`src/common/decode_defs.svh`:
```
`ifndef DECODE_DEFS_SVH
`define DECODE_DEFS_SVH

// Instruction halfword
`define INSTR_WIDTH 16

// Decoded instruction ID, up to 128 codes
`define ID_WIDTH 7

// Register index, bit 3 selects the high bank
`define REG_WIDTH 4

// Widest immediate carried to execute
`define OFFSET_WIDTH 12

// Bit 4 set means not a branch
`define COND_WIDTH 5

`endif

```
`src/common/isaPkg.sv`:
```
`default_nettype none

`include "decode_defs.svh"

package isaPkg;

  // Register-operand view, also used for 5-bit immediate forms
  typedef struct packed {
    logic [3:0] opcode;
    logic       op;
    logic [4:0] imm5;   // Also holds regB and sub-opcodes
    logic [2:0] regA;
    logic [2:0] regD;
  } regFormatT;

  // 8-bit immediate view
  typedef struct packed {
    logic [3:0] opcode;
    logic       op;
    logic [2:0] regIdx; // Register or sub-opcode in bits 10..8
    logic [7:0] imm8;
  } immFormatT;

  typedef union packed {
    regFormatT regFmt;
    immFormatT immFmt;
  } instrWordT;

  localparam logic [`ID_WIDTH-1:0] idHlt         = 7'h4a;
  localparam logic [`ID_WIDTH-1:0] idNop         = 7'h4b;
  localparam logic [`ID_WIDTH-1:0] idBiosJump    = 7'd77;
  localparam logic [`ID_WIDTH-1:0] idResetMarker = 7'd100;

  // Undefined encodings, one per decode group
  localparam logic [`ID_WIDTH-1:0] idUndefMisc   = 7'h7a; // Opcode 11
  localparam logic [`ID_WIDTH-1:0] idUndefAlu    = 7'h7d; // Opcode 4
  localparam logic [`ID_WIDTH-1:0] idUndefAddSub = 7'h7e; // Opcode 1
  localparam logic [`ID_WIDTH-1:0] idUndefOpcode = 7'h7f; // Opcode 15

  localparam logic [`COND_WIDTH-1:0] condAlways   = 5'd14;
  localparam logic [`COND_WIDTH-1:0] condBiosJump = 5'd15; // Also always
  localparam logic [`COND_WIDTH-1:0] condNone     = 5'd31;

endpackage

`default_nettype wire

```
`src/common/decodePkg.sv`:
```
`default_nettype none

`include "decode_defs.svh"

package decodePkg;

  // Output of the combinational decoder
  typedef struct packed {
    logic [`ID_WIDTH-1:0]     id;
    logic [`REG_WIDTH-1:0]    regD;
    logic [`REG_WIDTH-1:0]    regA;
    logic [`REG_WIDTH-1:0]    regB;
    logic [`OFFSET_WIDTH-1:0] offset;
    logic [`COND_WIDTH-1:0]   branchCond;
  } decodedT;

  // NZCV status flags
  typedef struct packed {
    logic n;
    logic z;
    logic c;
    logic v;
  } flagsT;

  // Registered bundle handed to execute
  typedef struct packed {
    decodedT decoded;
    logic    branchTaken;
  } issueT;

endpackage

`default_nettype wire

```
`src/decoder/instructionDecoder.sv`:
```
`timescale 1ns/1ps
`default_nettype none

`include "decode_defs.svh"

module instructionDecoder (
  input  wire isaPkg::instrWordT instr,
  input  wire                    isBios,
  output decodePkg::decodedT     decoded
);

  import isaPkg::*;

  logic [1:0] funct1; // Bits 7..6
  logic [3:0] funct2; // Bits 11..8

  assign funct1 = instr.immFmt.imm8[7:6];
  assign funct2 = {instr.immFmt.op, instr.immFmt.regIdx};

  function automatic logic [`REG_WIDTH-1:0] lowReg(input logic [2:0] r);
    return {1'b0, r};
  endfunction

  function automatic logic [`OFFSET_WIDTH-1:0] zext5(input logic [4:0] v);
    return {{(`OFFSET_WIDTH-5){1'b0}}, v};
  endfunction

  function automatic logic [`OFFSET_WIDTH-1:0] zext8(input logic [7:0] v);
    return {{(`OFFSET_WIDTH-8){1'b0}}, v};
  endfunction

  always_comb begin
    decoded            = '0;
    decoded.branchCond = condNone;

    case (instr.regFmt.opcode)
      4'd0: begin // Shift by immediate
        decoded.id     = instr.regFmt.op ? 7'h02 : 7'h01;
        decoded.offset = zext5(instr.regFmt.imm5);
        decoded.regD   = lowReg(instr.regFmt.regD);
        decoded.regA   = lowReg(instr.regFmt.regA);
      end

      4'd1: begin
        decoded.regD = lowReg(instr.regFmt.regD);
        decoded.regA = lowReg(instr.regFmt.regA);
        if (!instr.regFmt.op) begin // ASR immediate
          decoded.id     = 7'h03;
          decoded.offset = zext5(instr.regFmt.imm5);
        end else begin
          case (instr.regFmt.imm5[4:3])
            2'd0: begin // ADD register
              decoded.id   = 7'h04;
              decoded.regB = lowReg(instr.regFmt.imm5[2:0]);
            end
            2'd1: begin // SUB register
              decoded.id   = 7'h05;
              decoded.regB = lowReg(instr.regFmt.imm5[2:0]);
            end
            2'd2: begin // ADD 3-bit immediate
              decoded.id     = 7'h06;
              decoded.offset = zext5({2'b00, instr.regFmt.imm5[2:0]});
            end
            2'd3: begin // SUB 3-bit immediate
              decoded.id     = 7'h07;
              decoded.offset = zext5({2'b00, instr.regFmt.imm5[2:0]});
            end
            default: decoded.id = idUndefAddSub;
          endcase
        end
      end

      4'd2, 4'd3: begin // MOV/CMP and ADD/SUB with imm8
        if (instr.immFmt.opcode[0])
          decoded.id = instr.immFmt.op ? 7'h0b : 7'h0a;
        else
          decoded.id = instr.immFmt.op ? 7'h09 : 7'h08;
        decoded.offset = zext8(instr.immFmt.imm8);
        decoded.regD   = lowReg(instr.immFmt.regIdx);
        decoded.regA   = lowReg(instr.immFmt.regIdx);
      end

      4'd4: begin
        if (instr.immFmt.op) begin // PC-relative load
          decoded.id     = 7'h27;
          decoded.offset = zext8(instr.immFmt.imm8);
          decoded.regD   = lowReg(instr.immFmt.regIdx);
          decoded.regA   = 4'hf;
          decoded.regB   = lowReg(instr.immFmt.regIdx);
        end else begin
          decoded.regD = lowReg(instr.regFmt.regD);
          decoded.regA = lowReg(instr.regFmt.regD);
          decoded.regB = lowReg(instr.regFmt.regA);
          case (funct2[2:0])
            3'd0, 3'd1, 3'd2, 3'd3: begin // ALU ops, four per group from 0x0c
              decoded.id = 7'h0c + {3'd0, funct2[1:0], funct1};
            end
            3'd4: begin // High-register ADD
              case (funct1)
                2'd1: begin
                  decoded.id      = 7'h1c;
                  decoded.regB[3] = 1'b1;
                end
                2'd2: begin
                  decoded.id      = 7'h1d;
                  decoded.regD[3] = 1'b1;
                  decoded.regA[3] = 1'b1;
                end
                2'd3: begin
                  decoded.id      = 7'h1e;
                  decoded.regD[3] = 1'b1;
                  decoded.regA[3] = 1'b1;
                  decoded.regB[3] = 1'b1;
                end
                default: decoded.id = 7'h0c;
              endcase
            end
            3'd5: begin // High-register CMP
              case (funct1)
                2'd1: begin
                  decoded.id      = 7'h1f;
                  decoded.regB[3] = 1'b1;
                end
                2'd2: begin
                  decoded.id      = 7'h20;
                  decoded.regD[3] = 1'b1;
                  decoded.regA[3] = 1'b1;
                end
                2'd3: begin
                  decoded.id      = 7'h21;
                  decoded.regD[3] = 1'b1;
                  decoded.regA[3] = 1'b1;
                end
                default: decoded.id = 7'h0c;
              endcase
            end
            3'd6: begin // High-register MOV
              decoded.id      = 7'h22 + {5'd0, funct1};
              decoded.regD[3] = funct1[1];
              decoded.regA[3] = funct1[1];
              decoded.regB[3] = funct1[0];
            end
            3'd7: begin // BX, condition in bits 7..4
              decoded.branchCond = {1'b0, instr.immFmt.imm8[7:4]};
              decoded.id   = (instr.immFmt.imm8[7:4] == 4'hf) ? 7'h4c : 7'h26;
              decoded.regA = 4'hf;
              decoded.regB = lowReg(instr.regFmt.regD);
            end
            default: decoded.id = idUndefAlu;
          endcase
        end
      end

      4'd5: begin // Register-offset load/store, eight forms
        decoded.id   = 7'h28 + {4'd0, instr.regFmt.op, instr.regFmt.imm5[4:3]};
        decoded.regD = lowReg(instr.regFmt.regD);
        decoded.regA = lowReg(instr.regFmt.regA);
        decoded.regB = lowReg(instr.regFmt.imm5[2:0]);
      end

      4'd6, 4'd7, 4'd8: begin
        // Immediate-offset load/store, IDs 0x30 to 0x35 in opcode order
        decoded.id     = 7'h24 + {2'd0, instr.regFmt.opcode, instr.regFmt.op};
        decoded.regD   = lowReg(instr.regFmt.regD);
        decoded.regA   = lowReg(instr.regFmt.regA);
        decoded.offset = zext5(instr.regFmt.imm5);
      end

      4'd9: begin // SP-relative load/store
        decoded.id     = instr.immFmt.op ? 7'h37 : 7'h36;
        decoded.offset = zext8(instr.immFmt.imm8);
        decoded.regD   = lowReg(instr.immFmt.regIdx);
        decoded.regA   = 4'he;
      end

      4'd10: begin // Address from PC or SP
        decoded.id     = instr.immFmt.op ? 7'h39 : 7'h38;
        decoded.offset = zext8(instr.immFmt.imm8);
        decoded.regD   = lowReg(instr.immFmt.regIdx);
        decoded.regA   = instr.immFmt.op ? 4'he : 4'hf;
      end

      4'd11: begin
        case (funct2)
          4'd0: decoded.id = 7'h3a; // SP adjust
          4'd2, 4'd10: begin // Extend and reverse groups
            decoded.id   = (funct2[3] ? 7'h3f : 7'h3b) + {5'd0, funct1};
            decoded.regD = lowReg(instr.regFmt.regD);
            decoded.regB = lowReg(instr.regFmt.regA);
          end
          4'd4: begin
            decoded.id   = 7'h43;
            decoded.regD = lowReg(instr.regFmt.regD);
          end
          4'd13: begin
            decoded.id   = 7'h44;
            decoded.regD = lowReg(instr.regFmt.regD);
          end
          4'd14: begin
            case (funct1)
              2'd0: begin // OUTPUT
                decoded.id   = 7'h45;
                decoded.regD = lowReg(instr.regFmt.regD);
              end
              2'd1: decoded.id = 7'h46; // PAUSE
              2'd2: begin // INPUT
                decoded.id   = 7'h47;
                decoded.regD = lowReg(instr.regFmt.regD);
              end
              default: decoded.id = idUndefMisc;
            endcase
          end
          default: decoded.id = idUndefMisc;
        endcase
      end

      4'd12: begin // SWI
        decoded.id         = 7'h48;
        decoded.offset     = 12'd9; // Handler address
        decoded.regB       = 4'hd;  // Link register
        decoded.branchCond = condAlways;
      end

      4'd13: begin // Conditional branch
        decoded.id         = 7'h49;
        decoded.branchCond = {1'b0, instr.immFmt.op, instr.immFmt.regIdx};
        decoded.offset     = zext8(instr.immFmt.imm8);
        decoded.regA       = 4'hf;
      end

      4'd14: begin
        decoded.id = instr.immFmt.op ? idNop : idHlt;
        if (instr.immFmt.op && isBios) begin // NOP in BIOS jumps to user code
          decoded.id         = idBiosJump;
          decoded.branchCond = condBiosJump;
          decoded.offset     = 12'd2048;
          decoded.regA       = 4'hf;
        end
      end

      4'd15: begin
        decoded.id = (instr == {`INSTR_WIDTH{1'b1}}) ? idResetMarker : idUndefOpcode;
      end

      default: decoded.id = idUndefOpcode;
    endcase
  end

endmodule

`default_nettype wire

```
`src/flagUnit.sv`:
```
`timescale 1ns/1ps
`default_nettype none

module flagUnit (
  input  wire                   clk,
  input  wire                   rstN,
  input  wire                   flagWe,
  input  wire decodePkg::flagsT flagIn,
  output logic [15:0]           condTrue
);

  import decodePkg::*;

  flagsT flags;
  logic  signedGe; // N equals V

  always_ff @(posedge clk) begin
    if (!rstN) begin
      flags <= '0;
    end else if (flagWe) begin
      flags <= flagIn;
    end
  end

  assign signedGe = (flags.n == flags.v);

  // One bit per condition code, independent of the instruction
  always_comb begin
    condTrue[0]  = flags.z;                  // EQ
    condTrue[1]  = ~flags.z;                 // NE
    condTrue[2]  = flags.c;                  // CS
    condTrue[3]  = ~flags.c;                 // CC
    condTrue[4]  = flags.n;                  // MI
    condTrue[5]  = ~flags.n;                 // PL
    condTrue[6]  = flags.v;                  // VS
    condTrue[7]  = ~flags.v;                 // VC
    condTrue[8]  = flags.c & ~flags.z;       // HI
    condTrue[9]  = ~flags.c | flags.z;       // LS
    condTrue[10] = signedGe;                 // GE
    condTrue[11] = ~signedGe;                // LT
    condTrue[12] = ~flags.z & signedGe;      // GT
    condTrue[13] = flags.z | ~signedGe;      // LE
    condTrue[14] = 1'b1;                     // AL
    condTrue[15] = 1'b1;                     // BIOS jump and BX always
  end

endmodule

`default_nettype wire

```
`src/issueCombiner.sv`:
```
`timescale 1ns/1ps
`default_nettype none

module issueCombiner (
  input  wire                     clk,
  input  wire                     rstN,
  input  wire decodePkg::decodedT decoded,
  input  wire [15:0]              condTrue,
  input  wire                     instrValid,
  output decodePkg::issueT        issue,
  output logic                    issueValid
);

  logic branchTaken;

  // Codes 16 and up are never taken
  assign branchTaken = ~decoded.branchCond[4] & condTrue[decoded.branchCond[3:0]];

  always_ff @(posedge clk) begin
    if (!rstN) begin
      issueValid <= 1'b0;
    end else begin
      issueValid <= instrValid;
    end
  end

  // Bundle holds its last value while idle
  always_ff @(posedge clk) begin
    if (instrValid) begin
      issue.decoded     <= decoded;
      issue.branchTaken <= branchTaken;
    end
  end

endmodule

`default_nettype wire

```
`src/decodeStage.sv`:
```
`timescale 1ns/1ps
`default_nettype none

module decodeStage (
  input  wire                    clk,
  input  wire                    rstN,
  input  wire isaPkg::instrWordT instr,
  input  wire                    instrValid,
  input  wire                    isBios,
  input  wire                    flagWe,
  input  wire decodePkg::flagsT  flagIn,
  output decodePkg::issueT       issue,
  output logic                   issueValid
);

  import decodePkg::*;

  decodedT     decoded;
  logic [15:0] condTrue; // Evaluated in parallel with decode

  instructionDecoder instructionDecoder_inst (
    .instr   (instr),
    .isBios  (isBios),
    .decoded (decoded)
  );

  flagUnit flagUnit_inst (
    .clk      (clk),
    .rstN     (rstN),
    .flagWe   (flagWe),
    .flagIn   (flagIn),
    .condTrue (condTrue)
  );

  issueCombiner issueCombiner_inst (
    .clk        (clk),
    .rstN       (rstN),
    .decoded    (decoded),
    .condTrue   (condTrue),
    .instrValid (instrValid),
    .issue      (issue),
    .issueValid (issueValid)
  );

endmodule

`default_nettype wire

```
`config.mk`:
```
export PLATFORM = sky130hd
export DESIGN_NAME = decodeStage
export DESIGN_NICKNAME = d
export VERILOG_FILES = /design/src/common/isaPkg.sv /design/src/common/decodePkg.sv /design/src/decoder/instructionDecoder.sv /design/src/flagUnit.sv /design/src/issueCombiner.sv /design/src/decodeStage.sv
export VERILOG_INCLUDE_DIRS = /design/src /design/src/common
export SDC_FILE = /design/constraint.sdc
export NUM_CORES = 1
export LEC_CHECK = 0
export ABC_AREA = 1
export ABC_CLOCK_PERIOD_IN_PS = 1500
export BUFFER_PORTS_ARGS = -buffer_cell sky130_fd_sc_hd__buf_2
export CAP_MARGIN = 20
export CORE_UTILIZATION = 51
export DETAILED_ROUTE_END_ITERATION = 10
export GPL_TIMING_DRIVEN = 0
export PLACE_DENSITY = 0.87
export SLEW_MARGIN = 25
export SYNTH_ARGS = -nofsm -noshare
export SYNTH_HDL_FRONTEND = slang
export SYNTH_HIERARCHICAL = 1
export SYNTH_SLANG_ARGS = --single-unit
```
`constraint.sdc`:
```
create_clock -name clk -period 1.5 [get_ports clk]
set_input_delay 0.15 -clock clk [delete_from_list [all_inputs] [get_ports clk]]
set_output_delay 0.15 -clock clk [all_outputs]
set_load 0.02 [all_outputs]
```
==> results <==
- Counting the buffers created by CTS gives 5.
- Counting instances in the post-synthesis netlist gives the leading cell types as nand2_1, nor2_1, inv_1.
- The library cell with the highest instance count after synthesis is nand2_1.
- The number of synthesized flops with an enable pin is 37.
- The final worst hold slack is 0.0699 ns.
- The DRC marker count from the first detailed-route iteration is 521.
- The post-route worst setup slack is -0.125 ns.
- The fraction of power consumed by the clock network is 26.8%.
- The setup total negative slack is -0.125 ns.
- The biggest area contributor in the post-synthesis netlist is edfxtp_1.
- For this run, the register share of the synthesized area comes to 36.7%.
- The netlist uses 34 different library cells.
- The beginning of the worst register-to-register path is flagUnit_inst/condTrue[6]$_SDFFE_PN0P_.
- From bottom edge to top edge, the die measures 82.5 um.
- The die covers 6800 um^2.
- The switching power as a share of total power is 32.7%.
- The relative area change from synthesis to final layout is 30.0%.
- The sequential group share of total power is 42.5%.
- The count of mapped cells out of synthesis is 458.
- The final critical path takes up 108% of the cycle.
- The number of nets in the finished design is 602.
- Entering global routing, the biggest net connects 39 pins.
- The die is 82.5 um wide.
- The placeable core area is 6100 um^2.
- In this run the remaining antenna-violating nets after routing total 0.
- The tree is rooted in a clkbuf_8.
- Counting both buffers and inverters, the worst setup path holds a total of 5.
- The clock reaches the later pin of the worst-skew pair after 0.30 ns.
- The class of the tightest hold or removal check is primary input to flop.
- The path with the worst hold slack has its endpoint at flagUnit_inst/condTrue[4]$_SDFFE_PN0P_.
- In this run the biggest area consumer among cell types represents 33.6% of the synthesized area.
- The area of the mapped netlist is 3300 um^2.
- The number of slew-limit violations in the final report came to 0.
- The synthesized design contains 42 register bits.
- The post-route netlist has 32.6% of its cells at a drive strength greater than 1.
- The CTS tree is built.
- The wire length after detailed routing is 10.2 mm.
- Yosys attributes the largest share of cell area to edfxtp_1, nand2_1, nor2_1, ha_1, inv_1.
- The maximum vdd drop is 0.489 mV.
- The routed design could run at a clock period as short as 1.63 ns.
- Traced cell by cell, the critical path runs through buf_4, nand2_4, inv_1, nor2_2, inv_1, nand2_2, inv_1, a21oi_2, o211ai_1, buf_4, nand3_1, nand3_1, nand3_1, a21oi_1.
- The cell depth of the worst flop-to-flop path is 10.
- The number of antenna violations at the first check in global routing was 0.
- The setup slack of the worst register-to-register path is 0.09 ns.
- The kind of cell with the highest combined delay on the critical path is simple AND/OR/NAND/NOR gates.
- The average wire per cell in the routed design is 16.0 um.
- The worst-case clock buffer depth is 2.
- The worst setup slack before clock tree synthesis is -0.623 ns.
- The HPWL after detailed placement is 7.23 mm.
- For this run, the leading register cell type out of synthesis is edfxtp_1.
- The tool flagged a number of max-cap violations equal to 0.
- The via count of the first global-routing pass is 3,258.
- The startpoint identified for the worst hold timing path is flagIn[3].
- The slew at the pin closest to its max-slew limit is 0.872 ns.
- The maximum fanout along the worst path is 6.
- During placement, the flow inserted port buffers numbering 62.
- The number of hold violations in the final report is 0.
- Cells fill 70.4% of the core in the end.
- The worst setup path is captured at a flop.
- After detailed routing, the number of vias per cell comes to 5.64.
- The worst setup path is launched from a primary input.
- The clock edge transition at the registers on the reported setup and hold paths is 0.08 ns.
- The first global-routing pass estimated 15.4 mm of wire.
- The effective utilization at floorplan is 54.2%.
- The internal power of the cells totals 2.27 mW.
- For this design, the CTS-stage hold fixing added 0 buffers.
- After detailed routing, the number of remaining DRC violations is 0.
- 63 I/O pins were placed.
- Summing all multi-input logic gate instances after layout gives 1880 um^2.
- Headroom to the max-slew limit came out at 41.9%.
- The area of placed instances is 3780 um^2.
- The final weighted congestion in routability-driven placement is 0.934.
- Of all flip-flops after synthesis, the portion carrying an async set or reset was 0%.
- After routing the design area is 4290 um^2.
- The post-synthesis average cell area is 7.21 um^2.
- Setup repair after global routing could not meet its margin everywhere.
- The maximum cell stage delay along the critical path is 0.20 ns.
- For this run the aggregate overflow at the end of global routing stands at 0.
- In this run the critical register-to-register path is captured at issueCombiner_inst/issue[0]$_DFFE_PP_.
- In the global route stage, overall resource usage came out at 31.0%.
- The number of rows in the core area is 28.
- The level count of the clock H-tree is 2.
- The antenna diode instance count is 0.
- The static leakage is 2.14 nW.
- The final setup violation count is 1.
- The number of clock sinks is 42.
- The layout filler cell count is 491.
- The power per standard cell area is 785 nW/um^2.
- The switching component of the power is 1.10 mW.
- Summing all flip-flop and latch instances after layout gives 1210 um^2.
- The required time of the worst setup path is 1.56 ns.
- Timing would allow up to 615 MHz.
- The final route contains 3,590 vias.
- The maximum clock skew at final layout is 0.00313 ns.
- The final reports fail on setup timing.
- At the worst endpoint, the arrival time is 1.68 ns.
- The critical path class is primary input to flop.
- The part of the power in combinational logic is 30.7%.
- Along the worst hold path, the cell count comes to 3.
- Yosys printed 6 warnings.
- The slowest stage of the critical path is the buf_4 cell.
- The first detailed-routing pass took 7 iterations.
- The flow ran to the end, but the final reports show violations.
[layout by cell type, fill, tap and decap left out, types with 7 or more instances in the layout]
| master | count |
|---|---|
| inv_1 | 48 |
| edfxtp_1 | 37 |
| nand2_1 | 120 |
| nor2_4 | 8 |
| o21ai_0 | 19 |
| a21oi_1 | 22 |
| nand2_2 | 8 |
| inv_2 | 14 |
| nor2_1 | 49 |
| nand4_1 | 7 |
| buf_4 | 38 |
| buf_6 | 9 |
| buf_2 | 56 |
| nand3_1 | 34 |
| ha_1 | 10 |
| nand2_4 | 7 |
[cells by family after synthesis]
kind of cell	count (synthesis)	share of synthesized area, %
adders and majority gates	16	6.06
other	2	0.227
AOI/OAI and AO/OA	63	10.7
DFF	42	36.7
buffers and inverters	80	11.7
xor gates and xnor gates	1	0.265
and+or+nand+nor	254	34.4
[registers in the layout (all words and copies together), names as in the netlist]
register and cells:
issueCombiner_inst/issue 37, flagUnit_inst/condTrue 4, issueCombiner_inst/issueValid 1
[metrics by stage]
stage / power, mW / cells
4_1_cts: 3.29 / 622
2_1_floorplan: 2.05 / 461
3_3_place_gp: 2.33 / 598
3_5_place_dp: 2.35 / 598
6_report: 3.37 / 637
5_1_grt: 3.53 / 637
[per-layer routing]
metal,GRT usage (%),vias to the layer above,wire (um)
met5,0,-,0
met4,16.0,0,435
met3,4.51,44,967
met2,48.1,231,4590
met1,41.7,1622,4230
li1,-,1693,-
[worst register-to-register path, stage by stage (launching register included)]
cell	delay [ns]
dfxtp_1	0.44
nand2_2	0.12
nand2_4	0.10
inv_1	0.04
buf_4	0.12
nand2_1	0.05
nand2_1	0.04
nand2_1	0.05
nand3_1	0.08
nand3_1	0.07
a21oi_1	0.07
[power by group through the flow]
| stage | combinational, mW | sequential (mW) | clock [mW] |
|---|---|---|---|
| after floorplan | 0.452 | 1.59 | 0 |
| after global placement | 0.880 | 1.45 | 0 |
| after detailed placement | 0.890 | 1.46 | 0 |
| after CTS | 0.943 | 1.43 | 0.910 |
| after global routing | 1.13 | 1.44 | 0.957 |
| final | 1.04 | 1.43 | 0.904 |
[area by class of cell]
type	count	area share [%]
multi-input cells	339	43.7
flip-flops and latches	42	28.2
repair buffers	94	14.2
inverters	65	6.03
plain buffers	14	3.15
well taps	75	2.19
clock buffers	6	1.69
clock inverters	2	0.874
[how the worst max path moves through the flow]
stage          cells past startpoint  startpoint                                     end  slack, ns
2_1_floorplan                     15   instr[13]   issueCombiner_inst/issue[0]$_DFFE_PP_      -0.05
3_3_place_gp                      11    instr[8]  issueCombiner_inst/issue[27]$_DFFE_PP_      -0.67
3_5_place_dp                      11    instr[8]  issueCombiner_inst/issue[28]$_DFFE_PP_      -0.62
4_1_cts                           14   instr[15]   issueCombiner_inst/issue[0]$_DFFE_PP_      0.004
5_1_grt                           14   instr[12]   issueCombiner_inst/issue[0]$_DFFE_PP_      -0.17
6_report                          14   instr[12]   issueCombiner_inst/issue[0]$_DFFE_PP_      -0.13
[timing repair]
| action | in CTS | in global routing |
|---|---|---|
| pin swaps | 11 | 16 |
| setup buffers | 16 | 15 |
| resized for setup | 23 | 34 |
| cloned | 1 | 0 |
| endpoints found under the setup margin | 10 | 11 |
Note: power is estimated with default switching activity, not from simulation.
